File: src/exec_pkg.sv
/*
 * Execution unit package
 * Data, operation, carry source, width and flag types shared by the
 * ALU, flag register, register bank and command sequencer.
 */
package exec_pkg;

    typedef logic [31:0] word_t;       // register and operand word
    typedef logic [3:0]  alu_sel_t;    // ALU operation code
    typedef logic [2:0]  carry_sel_t;  // carry source select
    typedef logic [2:0]  width_t;      // one-hot operand width
    typedef logic [5:0]  flags_t;      // S Z H V N C
    typedef logic [2:0]  reg_addr_t;   // register index

    localparam alu_sel_t ADD_ALU  = 4'd0;
    localparam alu_sel_t SUB_ALU  = 4'd1;
    localparam alu_sel_t DAA_ALU  = 4'd2;
    localparam alu_sel_t BAND_ALU = 4'd3;
    localparam alu_sel_t BOR_ALU  = 4'd4;
    localparam alu_sel_t BXOR_ALU = 4'd5;
    localparam alu_sel_t OR_ALU   = 4'd6;
    localparam alu_sel_t XOR_ALU  = 4'd7;
    localparam alu_sel_t AND_ALU  = 4'd8;
    localparam alu_sel_t CPL_ALU  = 4'd9;
    localparam alu_sel_t MIRR_ALU = 4'd10;
    localparam alu_sel_t BS1B_ALU = 4'd11;
    localparam alu_sel_t MOD_ALU  = 4'd12;

    localparam carry_sel_t ZERO_CARRY = 3'd0;
    localparam carry_sel_t CIN_CARRY  = 3'd1;  // flag C
    localparam carry_sel_t COM_CARRY  = 3'd2;  // inverted flag C
    localparam carry_sel_t B0_CARRY   = 3'd3;  // op0 bit 0
    localparam carry_sel_t HI_CARRY   = 3'd4;
    localparam carry_sel_t ZF_CARRY   = 3'd5;  // flag Z

    localparam width_t W_BYTE = 3'b001;
    localparam width_t W_WORD = 3'b010;
    localparam width_t W_LONG = 3'b100;

    // bit positions inside flags_t
    localparam int FLAG_S = 5;
    localparam int FLAG_Z = 4;
    localparam int FLAG_H = 3;
    localparam int FLAG_V = 2;
    localparam int FLAG_N = 1;
    localparam int FLAG_C = 0;

    typedef enum logic [1:0] {
        IDLE,
        OPERAND,
        EXECUTE
    } seq_state_e;

endpackage

File: src/alu_bus_if.sv
/*
 * ALU bus
 * Operands and controls from the sequencer to the ALU, and the
 * result and flags coming back.
 */
`timescale 1ns/1ps

interface alu_bus_if;
    import exec_pkg::*;

    word_t      op0;        // destination operand
    word_t      op1;        // source operand
    word_t      op2;        // merge value
    alu_sel_t   alu_sel;
    carry_sel_t carry_sel;
    width_t     w;
    word_t      rslt;
    flags_t     flags_out;

    modport seq (
        output op0, op1, op2,
        output alu_sel, carry_sel, w
    );

    modport alu (
        input  op0, op1, op2,
        input  alu_sel, carry_sel, w,
        output rslt, flags_out
    );

endinterface

File: src/alu_core.sv
/*
 * Execution ALU
 * Combinational unit for add, subtract, decimal adjust, bit, logic,
 * complement, mirror, bit search and merge operations at byte, word
 * or long width, with S, Z, H, V and C outputs.
 */
`timescale 1ns/1ps

module alu_core (
    alu_bus_if.alu          bus,
    input exec_pkg::flags_t flags_in
);
    import exec_pkg::*;

    word_t      a;
    word_t      b;
    word_t      bx;          // op1, inverted for subtract
    word_t      sum;
    word_t      wmask;       // bits of the selected width
    word_t      rslt;
    logic       is_sub;
    logic       cx;
    logic       cin0;
    logic       half;
    logic [2:0] cc;          // carries out of byte, word and long
    logic       cw;          // carry at selected width
    logic [4:0] msb;
    logic       h_out;
    logic       v_out;
    logic       c_out;
    logic [7:0] daa_corr;
    logic       daa_c;
    logic [3:0] bidx;
    logic       bsel;
    logic       bit_out;
    logic [3:0] top_idx;

    assign a      = bus.op0;
    assign b      = bus.op1;
    assign is_sub = (bus.alu_sel == SUB_ALU);
    assign bidx   = b[3:0];
    assign bsel   = a[bidx];

    always_comb begin
        case (bus.carry_sel)
            CIN_CARRY: cx = flags_in[FLAG_C];
            COM_CARRY: cx = ~flags_in[FLAG_C];
            B0_CARRY:  cx = a[0];
            HI_CARRY:  cx = 1'b1;
            ZF_CARRY:  cx = flags_in[FLAG_Z];
            default:   cx = 1'b0;
        endcase
    end

    // subtract runs as a + ~b + ~borrow, so carries come out inverted
    assign bx   = is_sub ? ~b : b;
    assign cin0 = is_sub ? ~cx : cx;

    always_comb begin
        {half,  sum[3:0]}   = {1'b0, a[3:0]}   + {1'b0, bx[3:0]}   + {4'd0, cin0};
        {cc[0], sum[7:4]}   = {1'b0, a[7:4]}   + {1'b0, bx[7:4]}   + {4'd0, half};
        {cc[1], sum[15:8]}  = {1'b0, a[15:8]}  + {1'b0, bx[15:8]}  + {8'd0, cc[0]};
        {cc[2], sum[31:16]} = {1'b0, a[31:16]} + {1'b0, bx[31:16]} + {16'd0, cc[1]};
    end

    always_comb begin
        case (bus.w)
            W_BYTE: begin
                wmask = 32'h0000_00ff;
                msb   = 5'd7;
                cw    = cc[0];
            end
            W_WORD: begin
                wmask = 32'h0000_ffff;
                msb   = 5'd15;
                cw    = cc[1];
            end
            default: begin
                wmask = 32'hffff_ffff;
                msb   = 5'd31;
                cw    = cc[2];
            end
        endcase
    end

    // decimal adjust correction
    always_comb begin
        daa_corr[3:0] = (flags_in[FLAG_H] || a[3:0] > 4'd9) ? 4'd6 : 4'd0;
        daa_corr[7:4] = (flags_in[FLAG_C] || a[7:0] > 8'h99) ? 4'd6 : 4'd0;
        daa_c         = flags_in[FLAG_C] || (a[7:0] > 8'h99);
    end

    always_comb begin
        top_idx = 4'd0;
        for (int i = 0; i < 16; i++) begin
            if (a[i]) top_idx = 4'(i);  // last hit is the highest bit
        end
    end

    always_comb begin
        case (bus.alu_sel)
            BAND_ALU: bit_out = bsel & cx;
            BOR_ALU:  bit_out = bsel | cx;
            default:  bit_out = bsel ^ cx;
        endcase
    end

    always_comb begin
        rslt  = a;
        h_out = 1'b0;
        v_out = 1'b0;
        c_out = 1'b0;
        case (bus.alu_sel)
            ADD_ALU, SUB_ALU: begin
                rslt  = (a & ~wmask) | (sum & wmask);
                h_out = half ^ is_sub;
                c_out = cw ^ is_sub;
                v_out = (a[msb] == bx[msb]) && (sum[msb] != a[msb]);
            end
            DAA_ALU: begin
                rslt[7:0] = flags_in[FLAG_N] ? a[7:0] - daa_corr : a[7:0] + daa_corr;
                c_out     = daa_c;
            end
            BAND_ALU, BOR_ALU, BXOR_ALU: begin
                rslt[bidx] = bit_out;
                c_out      = bit_out;
            end
            OR_ALU:  rslt = a | b;
            XOR_ALU: rslt = a ^ b;
            AND_ALU: rslt = a & b;
            CPL_ALU: rslt[15:0] = ~a[15:0];
            MIRR_ALU: begin
                for (int i = 0; i < 16; i++) begin
                    rslt[i] = a[15-i];
                end
            end
            BS1B_ALU: begin
                rslt[7:0] = {4'd0, top_idx};
                v_out     = (a[15:0] == 16'd0);  // no bit set
            end
            MOD_ALU: rslt = (a & ~b) | (bus.op2 & b);
            default: ;
        endcase
    end

    assign bus.rslt      = rslt;
    assign bus.flags_out = {rslt[msb], (rslt & wmask) == 32'd0, h_out, v_out,
                            flags_in[FLAG_N], c_out};

endmodule

File: src/flag_reg.sv
/*
 * Status flag register
 * Writes the subset of ALU flags that each operation owns. A second
 * copy feeds the ALU and holds across the update, so the result stays
 * steady while done is high.
 */
`timescale 1ns/1ps

module flag_reg (
    input  logic                clk,
    input  logic                reset,
    input  logic                cen,
    input  logic                update,
    input  exec_pkg::alu_sel_t  alu_sel,
    input  exec_pkg::flags_t    flags_out,
    output exec_pkg::flags_t    flags,
    output exec_pkg::flags_t    flags_alu
);
    import exec_pkg::*;

    always_ff @(posedge clk) begin
        if (reset) begin
            flags     <= '0;
            flags_alu <= '0;
        end else if (cen) begin
            if (update) begin
                case (alu_sel)
                    ADD_ALU, SUB_ALU: begin
                        flags         <= flags_out;
                        flags[FLAG_N] <= (alu_sel == SUB_ALU);
                    end
                    OR_ALU, XOR_ALU, AND_ALU: begin
                        flags[FLAG_S] <= flags_out[FLAG_S];
                        flags[FLAG_Z] <= flags_out[FLAG_Z];
                        flags[FLAG_H] <= (alu_sel == AND_ALU);
                        flags[FLAG_V] <= 1'b0;
                        flags[FLAG_N] <= 1'b0;
                        flags[FLAG_C] <= 1'b0;
                    end
                    BAND_ALU, BOR_ALU, BXOR_ALU: flags[FLAG_C] <= flags_out[FLAG_C];
                    DAA_ALU: begin
                        flags[FLAG_S] <= flags_out[FLAG_S];
                        flags[FLAG_Z] <= flags_out[FLAG_Z];
                        flags[FLAG_C] <= flags_out[FLAG_C];
                    end
                    CPL_ALU: begin
                        flags[FLAG_H] <= 1'b1;
                        flags[FLAG_N] <= 1'b1;
                    end
                    BS1B_ALU: flags[FLAG_V] <= flags_out[FLAG_V];
                    default: ;  // MIRR and MOD keep flags
                endcase
            end else begin
                flags_alu <= flags;  // frozen during update
            end
        end
    end

endmodule

File: src/reg_bank.sv
/*
 * Register bank
 * General registers with two asynchronous read ports, a write-back
 * port and an external load port that wins on a shared address.
 */
`timescale 1ns/1ps

module reg_bank #(
    parameter int NUM_REGS = 8
) (
    input  logic                clk,
    input  logic                reset,
    input  exec_pkg::reg_addr_t rd_addr0,
    input  exec_pkg::reg_addr_t rd_addr1,
    output exec_pkg::word_t     rd_data0,
    output exec_pkg::word_t     rd_data1,
    input  logic                wr_en,
    input  exec_pkg::reg_addr_t wr_addr,
    input  exec_pkg::word_t     wr_data,
    input  logic                load,
    input  exec_pkg::reg_addr_t load_addr,
    input  exec_pkg::word_t     load_data
);
    import exec_pkg::*;

    word_t regs [NUM_REGS];

    assign rd_data0 = regs[rd_addr0];
    assign rd_data1 = regs[rd_addr1];

    always_ff @(posedge clk) begin
        if (reset) begin
            for (int i = 0; i < NUM_REGS; i++) begin
                regs[i] <= '0;
            end
        end else begin
            if (wr_en) begin
                regs[wr_addr] <= wr_data;
            end
            if (load) begin
                regs[load_addr] <= load_data;  // last write wins
            end
        end
    end

endmodule

File: src/exec_seq.sv
/*
 * Command sequencer
 * Accepts one command per start, registers operands onto the ALU bus,
 * then writes back, updates flags and pulses done.
 */
`timescale 1ns/1ps

module exec_seq (
    input  logic                  clk,
    input  logic                  reset,
    input  logic                  cen,
    input  logic                  start,
    input  exec_pkg::alu_sel_t    alu_sel,
    input  exec_pkg::carry_sel_t  carry_sel,
    input  exec_pkg::width_t      w,
    input  exec_pkg::reg_addr_t   dst,
    input  exec_pkg::reg_addr_t   src,
    input  logic                  use_imm,
    input  exec_pkg::word_t       imm,
    output exec_pkg::reg_addr_t   rd_addr0,
    output exec_pkg::reg_addr_t   rd_addr1,
    input  exec_pkg::word_t       rd_data0,
    input  exec_pkg::word_t       rd_data1,
    alu_bus_if.seq                bus,
    output logic                  wr_en,
    output exec_pkg::reg_addr_t   wr_addr,
    output logic                  flag_update,
    output logic                  busy,
    output logic                  done
);
    import exec_pkg::*;

    seq_state_e state;
    reg_addr_t  dst_q;
    reg_addr_t  src_q;
    logic       use_imm_q;
    logic       accept;

    assign accept = (state == IDLE) && start;

    always_ff @(posedge clk) begin
        if (reset) begin
            state <= IDLE;
            done  <= 1'b0;
        end else if (cen) begin
            done <= (state == EXECUTE);
            case (state)
                IDLE:    if (start) state <= OPERAND;
                OPERAND: state <= EXECUTE;
                default: state <= IDLE;
            endcase
        end
    end

    // command latch and operand capture
    always_ff @(posedge clk) begin
        if (cen) begin
            if (accept) begin
                bus.alu_sel   <= alu_sel;
                bus.carry_sel <= carry_sel;
                bus.w         <= w;
                bus.op2       <= imm;
                dst_q         <= dst;
                src_q         <= src;
                use_imm_q     <= use_imm;
            end
            if (state == OPERAND) begin
                bus.op0 <= rd_data0;
                bus.op1 <= use_imm_q ? bus.op2 : rd_data1;
            end
        end
    end

    assign rd_addr0    = dst_q;
    assign rd_addr1    = src_q;
    assign wr_addr     = dst_q;
    assign wr_en       = (state == EXECUTE) && cen;  // bank has no enable
    assign flag_update = (state == EXECUTE);
    assign busy        = (state != IDLE);

endmodule

File: src/exec_unit.sv
/*
 * Execution unit top
 * Sequencer, register bank, ALU and flag register tied together.
 */
`timescale 1ns/1ps

module exec_unit #(
    parameter int NUM_REGS = 8
) (
    input  logic                  clk,
    input  logic                  reset,
    input  logic                  cen,
    input  logic                  start,
    input  exec_pkg::alu_sel_t    alu_sel,
    input  exec_pkg::carry_sel_t  carry_sel,
    input  exec_pkg::width_t      w,
    input  exec_pkg::reg_addr_t   dst,
    input  exec_pkg::reg_addr_t   src,
    input  logic                  use_imm,
    input  exec_pkg::word_t       imm,
    input  logic                  load,
    input  exec_pkg::reg_addr_t   load_addr,
    input  exec_pkg::word_t       load_data,
    output logic                  busy,
    output logic                  done,
    output exec_pkg::word_t       rslt,
    output exec_pkg::flags_t      flags
);
    import exec_pkg::*;

    reg_addr_t rd_addr0;
    reg_addr_t rd_addr1;
    word_t     rd_data0;
    word_t     rd_data1;
    reg_addr_t wr_addr;
    flags_t    flags_alu;
    logic      wr_en;
    logic      flag_update;

    alu_bus_if bus ();

    exec_seq u_seq (
        .clk         (clk),
        .reset       (reset),
        .cen         (cen),
        .start       (start),
        .alu_sel     (alu_sel),
        .carry_sel   (carry_sel),
        .w           (w),
        .dst         (dst),
        .src         (src),
        .use_imm     (use_imm),
        .imm         (imm),
        .rd_addr0    (rd_addr0),
        .rd_addr1    (rd_addr1),
        .rd_data0    (rd_data0),
        .rd_data1    (rd_data1),
        .bus         (bus),
        .wr_en       (wr_en),
        .wr_addr     (wr_addr),
        .flag_update (flag_update),
        .busy        (busy),
        .done        (done)
    );

    reg_bank #(
        .NUM_REGS (NUM_REGS)
    ) u_regs (
        .clk       (clk),
        .reset     (reset),
        .rd_addr0  (rd_addr0),
        .rd_addr1  (rd_addr1),
        .rd_data0  (rd_data0),
        .rd_data1  (rd_data1),
        .wr_en     (wr_en),
        .wr_addr   (wr_addr),
        .wr_data   (bus.rslt),
        .load      (load),
        .load_addr (load_addr),
        .load_data (load_data)
    );

    alu_core u_alu (
        .bus      (bus),
        .flags_in (flags_alu)
    );

    flag_reg u_flags (
        .clk       (clk),
        .reset     (reset),
        .cen       (cen),
        .update    (flag_update),
        .alu_sel   (bus.alu_sel),
        .flags_out (bus.flags_out),
        .flags     (flags),
        .flags_alu (flags_alu)
    );

    assign rslt = bus.rslt;

endmodule

File: config.mk
export PLATFORM = sky130hd
export DESIGN_NAME = exec_unit
export DESIGN_NICKNAME = d
export VERILOG_FILES = /design/src/exec_pkg.sv /design/src/alu_bus_if.sv /design/src/alu_core.sv /design/src/flag_reg.sv /design/src/reg_bank.sv /design/src/exec_seq.sv /design/src/exec_unit.sv
export SDC_FILE = /design/constraint.sdc
export NUM_CORES = 1
export LEC_CHECK = 0
export BUFFER_PORTS_ARGS = -buffer_cell sky130_fd_sc_hd__buf_2
export CAP_MARGIN = 20
export CORE_ASPECT_RATIO = 1.4
export CORE_MARGIN = 1.5
export CORE_UTILIZATION = 30
export CTS_BUF_LIST = sky130_fd_sc_hd__clkbuf_4
export CTS_CLUSTER_DIAMETER = 50
export DETAILED_ROUTE_END_ITERATION = 7
export HOLD_SLACK_MARGIN = 0.12
export PLACE_DENSITY = 0.5
export SLEW_MARGIN = 20
export SYNTH_ARGS = -nofsm -noshare
export SYNTH_HDL_FRONTEND = slang
export SYNTH_SLANG_ARGS = --single-unit
File: constraint.sdc
create_clock -name clk -period 21.7 [get_ports clk]
set_clock_uncertainty 0.2 [all_clocks]
set_input_delay 1.085 -clock clk [delete_from_list [all_inputs] [get_ports clk]]
set_output_delay 1.085 -clock clk [all_outputs]
set_load 0.05 [all_outputs]
==> flow_summary.toml <==
[sta]
fin_crit_sh_pct = 51.5
worst_slack_ns = 10.52
rsz0062_at_grt = "false"
drv_slew = 0
fin_tns_setup_ns = 0
worst_slew_pin_slew_ns = 1.18
setup_viol = 0
fmax_ghz = 0.0894
relSlewSlack_pct = 20.5
min_period_ns = 11.18
hold_viol = 0

[synth]
async_reset_ff_share_pct = 0
syn_area_sq_mm = 0.0255
yosys-top-cells-area = "edfxtp_1 44%, a22o_1 6.9%, mux4_2 6.5%, ha_1 5.1%, mux2i_1 4.5%"
synth_top_area_share_pct = 43.5
synth_edf_count = 369
ys.flop_type = "edfxtp_1"
synth_fp_nets = 2537
syn_area_per_cell_sq_um = 10.9
seq_area_frac_synth_pct = 44.8
synthDistinctLibCells = 95
synth_warnings = 0
synthCells = 2337
synth_top_cell_by_area = "edfxtp_1"
ys_seq_elements = 385

[pwr]
power_density_mw_per_mm2 = 63.4
total_power_w = 0.00185
leakage_nw = 10.9
irDropWorstVdd_v = 0.0000312

[clock_tree]
tritoncts = "built"
cts_sinks = 385
numCtsBuffers = 103
clkTransAtPathRegs_ns = 0.06
cts_resized = 0
htree_levels = 3
clockBufferDepth = 3
clk_latency_ns = 0.95
root_buffer = "clkbuf_4"

[critical_path]
worst_ep_required_time_ns = 20.42
worstSetupPathType = "reg -> out"
cp_slowest_stage_delay_ns = 0.61
worst_setup_path_end_kind = "output port"
cp.arrival_ns = 9.90
r2r_slack_ns = 11.84
crit_fanout = 57
crit_path_frequent_cell = "fa_1"
slowest_stage = "nor2_1"
start_kind = "flop"

[final_layout]
area.growth.synth_to_final_pct = 14.4
num-nets-final = 2668
drive_gt1_share_pct = 20.9
final_cell_area_sq_mm = 0.0291
final_core_util_pct = 34.6
final.fill_count = 8486

[die]
die_area_sq_mm = 0.0866
coreArea_sq_mm = 0.0842
io-pin-count = 129
num_rows = 126
start_util_pct = 30.2
dieWidth_microns = 249
floorplan.die.height_microns = 348

[drt]
drt_first_pass_iters = 5
antenna_left = 0
num_vias = 21500
drc = 0
detail_route.wirelength_microns = 104000
viasPerCell = 5.91
wl_per_cell_microns = 28.6
drt_iter0_markers = 2112

[global_route]
grt_pass1_vias = 21500
overflow = 0
grt_antenna_before_repair = 14
grtUsageTotal_pct = 23.5
grt_pass1_wl_microns = 149000
grt_start_max_net_pins = 65

[placed_design]
hpwl_microns = 68200
placed_cell_area_sq_mm = 0.0273
gp_congestion = 0.974
pre_cts_ws_ns = 11.65
port_buffers = 128

[run_status]
outcome = "finished clean"

[worst_hold_path]
hold_path.class = "reg -> reg"

[run]
drv_cap = 0
## final timing paths
kind,startpoint,to,cells past startpoint
max,u_seq.bus.alu_sel[0],rslt[27],27
min,u_seq.done,u_seq.done,2
max reg2reg,u_seq.bus.alu_sel[0],u_flags.flags[4],31
min reg2reg,u_seq.done,u_seq.done,2
## worst max-delay path: cells and delay by family, from the launching register on
family | cells | cell delay [ns]
DFF | 1 | 0.32
AOI/OAI and AO/OA | 11 | 2.24
and+or+nand+nor | 3 | 1.10
adders and majority gates | 7 | 3.19
buffers and inverters | 4 | 1.45
muxes | 1 | 0.38
xor gates and xnor gates | 1 | 0.20
## registers in the layout, indices dropped and copies added, names as in the netlist, 3 cells and up, named ones only
name,cells
u_seq.bus.w,3
u_seq.bus.alu_sel,4
u_seq.bus.op1,32
u_seq.rd_addr1,3
u_regs.regs,256
u_flags.flags_alu,4
u_seq.bus.op0,32
u_flags.flags,6
u_seq.bus.op2,32
u_seq.bus.carry_sel,3
u_seq.rd_addr0,3
## repair_timing
action	in CTS	in global routing
buffers inserted	0	0
endpoints found under the hold margin	49	0
hold buffers	49	0
## report_power, final
group | internal, W | switching, W
clock | 0.000315 | 0.000336
sequential | 0.000849 | 0.0000305
combinational | 0.000111 | 0.000205
## stage by stage
| step | hold slack, ns | instances |
|---|---|---|
| floorplan | 0.250 | 2337 |
| global placement | 0.248 | 3402 |
| detailed placement | 0.249 | 3402 |
| CTS | 0.247 | 3636 |
| global route | 0.290 | 3641 |
| finish | 0.253 | 3644 |
## area by class of cell
type	count	area (sq um)	share of cell area (%)
multi-input cells	1639	13100	44.8
flip-flops and latches	385	11400	39.2
repair buffers	244	1630	5.61
well taps	1088	1360	4.68
clock buffers	142	1070	3.66
inverters	95	357	1.22
clock inverters	43	211	0.726
diodes	8	20.0	0.0688
## cell usage in the layout, fill, tap and decap left out, types with 12 or more instances in the layout
master         synthesis  layout
xnor2_1               47      47
mux2i_1              115     115
o221ai_1              39      39
buf_4                  6      67
nand3_1               22      22
a22o_1               200     200
clkbuf_4               0     142
a21oi_1               88      88
dlygate4sd3_1          0      49
mux2_2                42      42
a21o_1                14      14
nor3_1                34      24
o21ai_0              193     187
o22ai_1               17      17
nor2_1               134     130
mux4_2                73      73
edfxtp_1             369     369
o211ai_1              12      12
ha_1                 103     103
nand2b_1              20      19
inv_1                 94      94
clkinv_1               1      32
nor2b_1               18      18
a211oi_1              12      12
buf_2                 16     128
nand2_1              209     209
dfxtp_1               16      13
## layer usage
layer / global-route usage (%) / wire [microns] / up-vias
met5: 0 / 63 / -
met1: 28.4 / 40900 / 10700
met3: 4.16 / 7980 / 313
li1: - / - / 9368
met4: 14.2 / 6110 / 12
met2: 39.0 / 49300 / 1118
## logic make-up (layout without fill, tap and decap cells)
kind of cell / after synthesis / after routing / share of synthesized area, %
buffers and inverters: 313 / 524 / 4.90
other: 0 / 8 / 0
AND/OR/NAND/NOR: 535 / 535 / 10.1
adder cells (fa/ha/maj): 112 / 112 / 5.74
multiplexers: 231 / 231 / 12.9
flip-flops: 385 / 385 / 44.8
AO/OA/AOI/OAI: 708 / 708 / 19.8
XOR/XNOR: 53 / 53 / 1.82
## synth_stat cells, types with 12 or more instances
library cell and n:
nand2b_1 20, nor2_1 134, edfxtp_1 369, o22ai_1 17
inv_1 94, mux2i_1 115, mux2_2 42, ha_1 103
buf_1 60, nand2_1 209, dfxtp_1 16, a21oi_1 88
a22o_1 200, a211oi_1 12, nor4_1 13, nor2b_1 18
buf_2 16, o221ai_1 39, or3_1 15, xnor2_1 47
nand3_1 22, mux4_2 73, nor3_1 34, o21ai_0 193
clkbuf_1 132, a21o_1 14, o211ai_1 12
Power figures use the tool's default switching activity.
